==> src/design/conv_acc_defs.svh <==
`ifndef CONV_ACC_DEFS_SVH
`define CONV_ACC_DEFS_SVH

// ram word width, one word carries all lanes
`define DATA_BITS 32

// words per buffer, weight and feature alike
`define BUF_DEPTH 64

// address width for BUF_DEPTH words
`define BUF_ADDR_BITS 6

// run length field, legal values 1 to BUF_DEPTH
`define LEN_BITS 7

// lanes per word and bits per lane
`define LANES 4
`define LANE_BITS 8

`endif

==> src/design/mem_pkg.sv <==
`include "conv_acc_defs.svh"

package mem_pkg;

  typedef logic [`BUF_ADDR_BITS-1:0] addr_t;
  typedef logic [`DATA_BITS-1:0] data_t;

  // host side strobes and data, one access per cycle
  typedef struct packed {
    logic  load_begin;
    logic  load_done;
    logic  wr;
    logic  rd;
    // 0 selects weights, 1 selects features
    logic  buf_sel;
    addr_t addr;
    data_t wdata;
  } host_req_t;

  // single access onto one sram
  typedef struct packed {
    logic  cs;
    logic  we;
    addr_t addr;
    data_t wdata;
  } ram_req_t;

  // who owns the weight sram
  typedef enum logic [1:0] {
    IDLE   = 2'h0,
    HOST_W = 2'h1,
    EPU_RW = 2'h2
  } own_state_t;

endpackage

==> src/design/epu_pkg.sv <==
`include "conv_acc_defs.svh"

package epu_pkg;

  // one lane of each operand
  typedef logic signed [`LANE_BITS-1:0] weight_t;
  typedef logic [`LANE_BITS-1:0] feat_t;

  // lane 0 sits in the low byte of the ram word
  typedef weight_t [`LANES-1:0] weight_vec_t;
  typedef feat_t [`LANES-1:0] feat_vec_t;

  // signed x unsigned lane product, one bit wider than both operands
  typedef logic signed [2*`LANE_BITS:0] prod_t;

  // running sum, wraps on overflow
  typedef logic signed [`DATA_BITS-1:0] acc_t;

  typedef enum logic [1:0] {
    IDLE  = 2'h0,
    RUN   = 2'h1,
    DRAIN = 2'h2
  } epu_state_t;

endpackage

==> src/design/sp_ram.sv <==
`timescale 1ns/1ps
`include "conv_acc_defs.svh"

module sp_ram #(
  parameter type word_t = logic [`DATA_BITS-1:0],
  parameter int DEPTH = `BUF_DEPTH
) (
  input  logic              clk,
  input  mem_pkg::ram_req_t req_i,
  output word_t             rdata_o
);

  word_t mem [DEPTH];

  // write wins, a read returns the word after one clock
  always_ff @(posedge clk) begin
    if (req_i.cs) begin
      if (req_i.we) begin
        mem[req_i.addr] <= word_t'(req_i.wdata);
      end else begin
        rdata_o <= mem[req_i.addr];
      end
    end
  end

endmodule

==> src/design/weight_wrapper.sv <==
`timescale 1ns/1ps
`include "conv_acc_defs.svh"

module weight_wrapper (
  input  logic                  clk,
  input  logic                  rst,
  input  mem_pkg::host_req_t    host_i,
  input  logic                  busy_i,
  input  mem_pkg::ram_req_t     epu_req_i,
  output epu_pkg::weight_vec_t  weight_o,
  output logic                  rvalid_o,
  output logic [`DATA_BITS-1:0] rdata_o,
  output logic                  epu_own_o
);

  import mem_pkg::*;

  own_state_t           state_q;
  own_state_t           state_d;
  ram_req_t             ram_req;
  epu_pkg::weight_vec_t ram_rdata;
  logic                 wsel;
  logic                 host_rd;

  // host strobes count here only when aimed at the weight buffer
  assign wsel = (host_i.buf_sel == 1'b0);

  always_ff @(posedge clk or posedge rst) begin
    if (rst) begin
      state_q <= IDLE;
    end else begin
      state_q <= state_d;
    end
  end

  always_comb begin
    state_d = state_q;
    case (state_q)
      IDLE, EPU_RW: begin
        // no takeover while a run is reading the buffer
        if (wsel && host_i.load_begin && !busy_i) state_d = HOST_W;
      end
      HOST_W: begin
        if (wsel && host_i.load_done) state_d = EPU_RW;
      end
      default: state_d = IDLE;
    endcase
  end

  // sram port mux
  always_comb begin
    ram_req = '0;
    case (state_q)
      HOST_W: begin
        ram_req.cs    = wsel && (host_i.wr || host_i.rd);
        ram_req.we    = wsel && host_i.wr;
        ram_req.addr  = host_i.addr;
        ram_req.wdata = host_i.wdata;
      end
      EPU_RW: ram_req = epu_req_i;
      default: ram_req = '0;
    endcase
  end

  // readback, a write in the same cycle takes the port
  assign host_rd = (state_q == HOST_W) && wsel && host_i.rd && !host_i.wr;

  always_ff @(posedge clk or posedge rst) begin
    if (rst) begin
      rvalid_o <= 1'b0;
    end else begin
      rvalid_o <= host_rd;
    end
  end

  assign rdata_o   = rvalid_o ? ram_rdata : '0;
  assign weight_o  = (state_q == EPU_RW) ? ram_rdata : '0;
  assign epu_own_o = (state_q == EPU_RW);

  sp_ram #(
    .word_t(epu_pkg::weight_vec_t),
    .DEPTH (`BUF_DEPTH)
  ) weight_ram_i (
    .clk    (clk),
    .req_i  (ram_req),
    .rdata_o(ram_rdata)
  );

endmodule

==> src/design/epu_ctrl.sv <==
`timescale 1ns/1ps
`include "conv_acc_defs.svh"

module epu_ctrl (
  input  logic                 clk,
  input  logic                 rst,
  input  mem_pkg::host_req_t   host_i,
  input  logic                 start_i,
  input  logic [`LEN_BITS-1:0] len_i,
  input  logic                 epu_own_i,
  output mem_pkg::ram_req_t    wbuf_req_o,
  output mem_pkg::ram_req_t    fbuf_req_o,
  output logic                 mac_valid_o,
  output logic                 mac_first_o,
  output logic                 busy_o,
  output logic                 done_o
);

  import epu_pkg::*;

  epu_state_t           state_q;
  logic [`LEN_BITS-1:0] cnt_q;
  logic [`LEN_BITS-1:0] len_q;
  logic                 start_ok;
  logic                 last_word;
  logic                 valid_q;
  logic                 first_q;
  logic                 last_q;

  // zero length would never reach its last word
  assign start_ok  = start_i && epu_own_i && (state_q == IDLE) && (len_i != '0);
  assign last_word = (cnt_q == len_q - 1'b1);

  always_ff @(posedge clk or posedge rst) begin
    if (rst) begin
      state_q <= IDLE;
      cnt_q   <= '0;
      len_q   <= '0;
    end else begin
      case (state_q)
        IDLE: begin
          if (start_ok) begin
            state_q <= RUN;
            cnt_q   <= '0;
            len_q   <= len_i;
          end
        end
        RUN: begin
          cnt_q <= cnt_q + 1'b1;
          if (last_word) state_q <= DRAIN;
        end
        // one cycle for the last word to come back from the rams
        DRAIN: state_q <= IDLE;
        default: state_q <= IDLE;
      endcase
    end
  end

  // flags follow the ram read latency
  always_ff @(posedge clk or posedge rst) begin
    if (rst) begin
      valid_q <= 1'b0;
      first_q <= 1'b0;
      last_q  <= 1'b0;
      done_o  <= 1'b0;
    end else begin
      valid_q <= (state_q == RUN);
      first_q <= (state_q == RUN) && (cnt_q == '0);
      last_q  <= (state_q == RUN) && last_word;
      done_o  <= valid_q && last_q;
    end
  end

  assign mac_valid_o = valid_q;
  assign mac_first_o = first_q;
  assign busy_o      = (state_q != IDLE);

  // weight reads, only while running
  always_comb begin
    wbuf_req_o      = '0;
    wbuf_req_o.cs   = (state_q == RUN);
    wbuf_req_o.addr = cnt_q[`BUF_ADDR_BITS-1:0];
  end

  // feature port: host writes when idle, engine reads otherwise
  always_comb begin
    fbuf_req_o = '0;
    if (state_q == IDLE) begin
      fbuf_req_o.cs    = host_i.wr && host_i.buf_sel;
      fbuf_req_o.we    = host_i.wr && host_i.buf_sel;
      fbuf_req_o.addr  = host_i.addr;
      fbuf_req_o.wdata = host_i.wdata;
    end else begin
      fbuf_req_o.cs   = (state_q == RUN);
      fbuf_req_o.addr = cnt_q[`BUF_ADDR_BITS-1:0];
    end
  end

endmodule

==> src/design/mac_array.sv <==
`timescale 1ns/1ps
`include "conv_acc_defs.svh"

module mac_array (
  input  logic                 clk,
  input  logic                 rst,
  input  epu_pkg::weight_vec_t weight_i,
  input  epu_pkg::feat_vec_t   feat_i,
  input  logic                 valid_i,
  input  logic                 first_i,
  input  logic                 done_i,
  output epu_pkg::acc_t        result_o
);

  import epu_pkg::*;

  prod_t prod [`LANES];
  acc_t  lane_sum;
  acc_t  acc_q;
  acc_t  res_q;

  // feature gets a zero msb so it multiplies as a positive signed value
  always_comb begin
    lane_sum = '0;
    for (int l = 0; l < `LANES; l++) begin
      prod[l]  = $signed(weight_i[l]) * $signed({1'b0, feat_i[l]});
      lane_sum = lane_sum + acc_t'(prod[l]);
    end
  end

  // first word restarts the sum
  always_ff @(posedge clk or posedge rst) begin
    if (rst) begin
      acc_q <= '0;
    end else if (valid_i) begin
      if (first_i) begin
        acc_q <= lane_sum;
      end else begin
        acc_q <= acc_q + lane_sum;
      end
    end
  end

  // held until the next done
  always_ff @(posedge clk or posedge rst) begin
    if (rst) begin
      res_q <= '0;
    end else if (done_i) begin
      res_q <= acc_q;
    end
  end

  // the last word is already summed while done is high
  assign result_o = done_i ? acc_q : res_q;

endmodule

==> src/design/conv_acc_top.sv <==
`timescale 1ns/1ps
`include "conv_acc_defs.svh"

module conv_acc_top (
  input  logic                  clk,
  input  logic                  rst,
  input  mem_pkg::host_req_t    host_i,
  input  logic                  start_i,
  input  logic [`LEN_BITS-1:0]  len_i,
  output logic                  rvalid_o,
  output logic [`DATA_BITS-1:0] rdata_o,
  output logic                  busy_o,
  output logic                  done_o,
  output logic                  epu_own_o,
  output epu_pkg::acc_t         result_o
);

  import mem_pkg::*;
  import epu_pkg::*;

  ram_req_t    wbuf_req;
  ram_req_t    fbuf_req;
  weight_vec_t weight;
  feat_vec_t   feat;
  logic        mac_valid;
  logic        mac_first;

  weight_wrapper weight_wrapper_i (
    .clk      (clk),
    .rst      (rst),
    .host_i   (host_i),
    .busy_i   (busy_o),
    .epu_req_i(wbuf_req),
    .weight_o (weight),
    .rvalid_o (rvalid_o),
    .rdata_o  (rdata_o),
    .epu_own_o(epu_own_o)
  );

  epu_ctrl epu_ctrl_i (
    .clk        (clk),
    .rst        (rst),
    .host_i     (host_i),
    .start_i    (start_i),
    .len_i      (len_i),
    .epu_own_i  (epu_own_o),
    .wbuf_req_o (wbuf_req),
    .fbuf_req_o (fbuf_req),
    .mac_valid_o(mac_valid),
    .mac_first_o(mac_first),
    .busy_o     (busy_o),
    .done_o     (done_o)
  );

  // feature buffer, port owned by epu_ctrl
  sp_ram #(
    .word_t(feat_vec_t),
    .DEPTH (`BUF_DEPTH)
  ) feat_ram_i (
    .clk    (clk),
    .req_i  (fbuf_req),
    .rdata_o(feat)
  );

  mac_array mac_array_i (
    .clk     (clk),
    .rst     (rst),
    .weight_i(weight),
    .feat_i  (feat),
    .valid_i (mac_valid),
    .first_i (mac_first),
    .done_i  (done_o),
    .result_o(result_o)
  );

endmodule

==> config.mk <==
export PLATFORM = sky130hd
export DESIGN_NAME = conv_acc_top
export DESIGN_NICKNAME = d
export VERILOG_FILES = /design/src/design/mem_pkg.sv /design/src/design/epu_pkg.sv /design/src/design/sp_ram.sv /design/src/design/weight_wrapper.sv /design/src/design/epu_ctrl.sv /design/src/design/mac_array.sv /design/src/design/conv_acc_top.sv
export VERILOG_INCLUDE_DIRS = /design/src /design/src/design
export SDC_FILE = /design/constraint.sdc
export NUM_CORES = 2
export LEC_CHECK = 0
export ABC_CLOCK_PERIOD_IN_PS = 34500
export BUFFER_PORTS_ARGS = -buffer_cell sky130_fd_sc_hd__buf_2
export CAP_MARGIN = 20
export CORE_ASPECT_RATIO = 1.2
export CORE_MARGIN = 2
export CORE_UTILIZATION = 39
export CTS_CLUSTER_SIZE = 8
export DETAILED_ROUTE_END_ITERATION = 16
export SYNTH_ARGS = -nofsm -noshare
export SYNTH_HDL_FRONTEND = slang
export SYNTH_SLANG_ARGS = --single-unit
==> constraint.sdc <==
create_clock -name clk -period 34.5 [get_ports clk]
set_clock_uncertainty 0.2 [all_clocks]
set_input_delay 5.175 -clock clk [delete_from_list [all_inputs] [get_ports clk]]
set_output_delay 5.175 -clock clk [all_outputs]
set_load 0.05 [all_outputs]
==> metrics.txt <==
status=completed; GPL Wtd Cong=between 0.8 and 0.9; vias per inst=between 6 and 7; worst vdd ir=0.1670 mV; syn avg cell area=between 15 and 20 sq um; I/O pin total=between 100 and 150; worst reg2reg path startpoint=weight_wrapper_i.state_q[0]; Total GRT Usage=around 25%; global-route wire length before repair=between 700 and 800 mm; Starting DRT DRC Count=approximately 16,000; met1 Use GR=32.83%; yosys warns=0; fill count=35,940; DRC Markers=0; root buf cell=clkbuf_16; TritonCTS buffer count=603; Synth-to-Final Area Change=15.87%; crit share post-route=approximately 43%; Max Root-Sink Buffers=4; Nets=~11,000; met2 Use GR=39.31%; Syn Nets=between 10,000 and 15,000; combinational share of power=32.2%; Overflow after GRT=0; hold_buf cts=0; Worst path most repeated cell=fa_1; Yosys reg bits=4,247; Post-DRT Antenna Nets=0; power density over cell area=roughly 89 mW/mm^2; WL final=roughly 550 mm; Syn Std Cell Area=~0.17 sq mm; post-CTS sizing=0; wire per inst=34.04 um; starting density of the core=between 30 and 40%; worst hold start=epu_ctrl_i.last_q; post-DP HPWL=roughly 310 mm; ys async rst share=a little over 2%; Post-synth top flop=edfxtp_1; number of enable flip-flop cells after synthesis=around 4,200; Skew-Pair Late Insertion Delay=roughly 1.1 ns; RSZ-0062 raised after global routing=no; sw power=slightly above 6 mW; width of the die=roughly 600 um; switching part of the total=between 30% and 40%; Setup TNS=0 ns; Int Pwr=between 10 and 15 mW; largest net degree at the start of global routing=between 100 and 150; clock slew at reported path FFs=~0.05 ns; Floorplan Core Area=roughly 0.42 sq mm; H-tree Lvls=6; post-layout power=around 17 mW; Post-Syn Instances=just under 10,000; most frequent cells in the layout=edfxtp_1, a22oi_1, clkbuf_16, nand2_1, a222oi_1; Setup Viol. Count Final=0; commonest non-fill, non-tap cell in the layout=edfxtp_1; die area=0.4316 sq mm; Worst slew margin=between 10% and 20%; CP Launch Type=flop; worst-path fanout max=117; Unique masters post-synth=80; CTS tree=yes; antenna violations before repair=46; Setup Fix Bufs, Post-CTS=0; clock power share=just over 30%; layout cells sized above 1=approximately 14%; first drt pass iteration count=8; IO Port Bufs=between 100 and 150; CP peak stage delay=approximately 0.85 ns; crit end category=flop; FP Rows=262; Max Freq=between 60 and 70 MHz; met3 GRT Util=between 5 and 6%; Slew @ Worst Pin=about 1.2 ns; vias after detailed routing=between 100k and 150k; Hold Crit Class=reg -> reg; sequential fraction of the synthesis area=between 70% and 80%; Final Max Tran Viols=0; MaxCap Viol Count=0; Critical Path Source=weight_wrapper_i.state_q[0]; Leak Pwr=63.80 nW; number of global-route vias before repair=about 100,000; register share of total power=37.1%; critical path type=reg -> reg; fin crit period=~15 ns; WP data required=about 35 ns; Die Y=between 700 and 800 um; Hold Vio Cnt, Final=0; GRT busiest layer=met2; arrival time at the worst endpoint=15.52 ns; slowest CP cell=buf_4; number of clock sinks=approximately 4,200
[stage by stage]
step | instance area, sq um | hold WS, ns | util, % | worst slack (ns) | instances
6_report | 192700 | 0.2510 | 45.39 | 19.68 | 16100
5_1_grt | 192600 | 0.2707 | 45.38 | 18.90 | 16090
2_1_floorplan | 166300 | 0.2337 | - | 21.19 | 9830
3_5_place_dp | 175500 | 0.2393 | 41.35 | 19.78 | 15350
3_3_place_gp | 175500 | 0.2408 | 41.34 | 19.78 | 15350
4_1_cts | 192100 | 0.2502 | 45.24 | 19.75 | 16040
[kinds of logic after synthesis]
kind of cell               count (synthesis)  share of synthesized area [%]
DFF                                     4247                          76.43
and+or+nand+nor                         1427                          4.017
xor gates and xnor gates                  63                         0.3318
AOI/OAI and AO/OA                       2533                          11.51
buffers and inverters                    965                          2.324
muxes                                    155                          1.065
adders and majority gates                440                          4.313
[registers in the layout, summed over array words and instances, names as in the netlist]
| register | count |
|---|---|
| epu_ctrl_i.mac_valid_o | 1 |
| weight_wrapper_i.weight_ram_i.rdata_o | 32 |
| feat_ram_i.mem | 2048 |
| epu_ctrl_i.state_q | 2 |
| weight_wrapper_i.state_q | 2 |
| mac_array_i.res_q | 32 |
| epu_ctrl_i.len_q | 7 |
| epu_ctrl_i.done_o | 1 |
| mac_array_i.acc_q | 32 |
| epu_ctrl_i.mac_first_o | 1 |
| feat_ram_i.rdata_o | 32 |
| epu_ctrl_i.cnt_q | 7 |
| weight_wrapper_i.weight_ram_i.mem | 2048 |
| epu_ctrl_i.last_q | 1 |
| weight_wrapper_i.rvalid_o | 1 |
[metal layers]
metal,vias up,share of wire [%]
met3,1150,12
met4,22,4.9
met5,-,0.026
met2,7167,47
li1,40730,-
met1,52210,37
[cell type report]
type,count,area (sq um),area share [%]
sequential,4247,127100,65.97
multi-input combinational,4618,36720,19.06
clock buffer,632,15440,8.014
tap,5676,7102,3.686
timing repair buffer,466,3749,1.946
inverter,369,1388,0.7202
clock inverter,53,1084,0.5624
antenna,37,92.59,0.04806
[cells in the mapped netlist, types with 13 or more instances]
library cell / number / area share (%)
a21o_1: 27 / 0.12
a21oi_1: 364 / 1.1
a221oi_1: 235 / 1.2
a222oi_1: 402 / 2.4
a22o_1: 129 / 0.68
a22oi_1: 776 / 3.5
a31oi_1: 246 / 0.93
a41oi_1: 66 / 0.35
and2_1: 109 / 0.41
and3_1: 140 / 0.53
buf_1: 101 / 0.23
buf_2: 170 / 0.51
clkbuf_1: 319 / 0.72
dfrtp_1: 87 / 1.3
edfxtp_1: 4160 / 75
fa_1: 222 / 2.7
ha_1: 218 / 1.6
inv_1: 368 / 0.83
mux2_2: 46 / 0.31
mux2i_1: 96 / 0.58
mux4_2: 13 / 0.18
nand2_1: 581 / 1.3
nand3_1: 83 / 0.25
nand4_1: 54 / 0.20
nor2_1: 274 / 0.62
nor3_1: 42 / 0.13
nor4_1: 70 / 0.26
o211ai_1: 16 / 0.072
o21a_1: 13 / 0.059
o21ai_0: 85 / 0.26
o22ai_1: 82 / 0.31
or2_2: 19 / 0.071
xnor2_1: 35 / 0.18
xor2_1: 28 / 0.15
[power by group through the flow]
stage                     registers, mW  logic [mW]  clock network [mW]
final                              6.39        5.53                5.28
after global routing               6.39        5.87                5.53
after CTS                          6.39        5.39                5.32
after detailed placement           6.48        5.36                   0
after global placement             6.48        5.26                   0
after floorplan                    6.41        3.21                   0
[final timing paths]
path / endpoint / slack [ns] / cells past startpoint
setup reg to reg: mac_array_i.acc_q[31] / 19.68 / 42
max in group asynchronous: epu_ctrl_i.mac_valid_o / 28.96 / 3
hold / removal: epu_ctrl_i.done_o / 0.25 / 1
setup / recovery: mac_array_i.acc_q[31] / 19.68 / 42
hold reg to reg: epu_ctrl_i.done_o / 0.25 / 1
min in group asynchronous: epu_ctrl_i.len_q[1] / 3.90 / 2
[critical path, delay by kind of cell (launching register included)]
family / cells / cell delay [ns]
muxes: 2 / 0.80
buffers and inverters: 7 / 1.29
DFF: 1 / 0.41
AOI/OAI and AO/OA: 11 / 2.68
and+or+nand+nor: 6 / 1.71
adders and majority gates: 16 / 7.54
(Power assumes the default switching activity.)
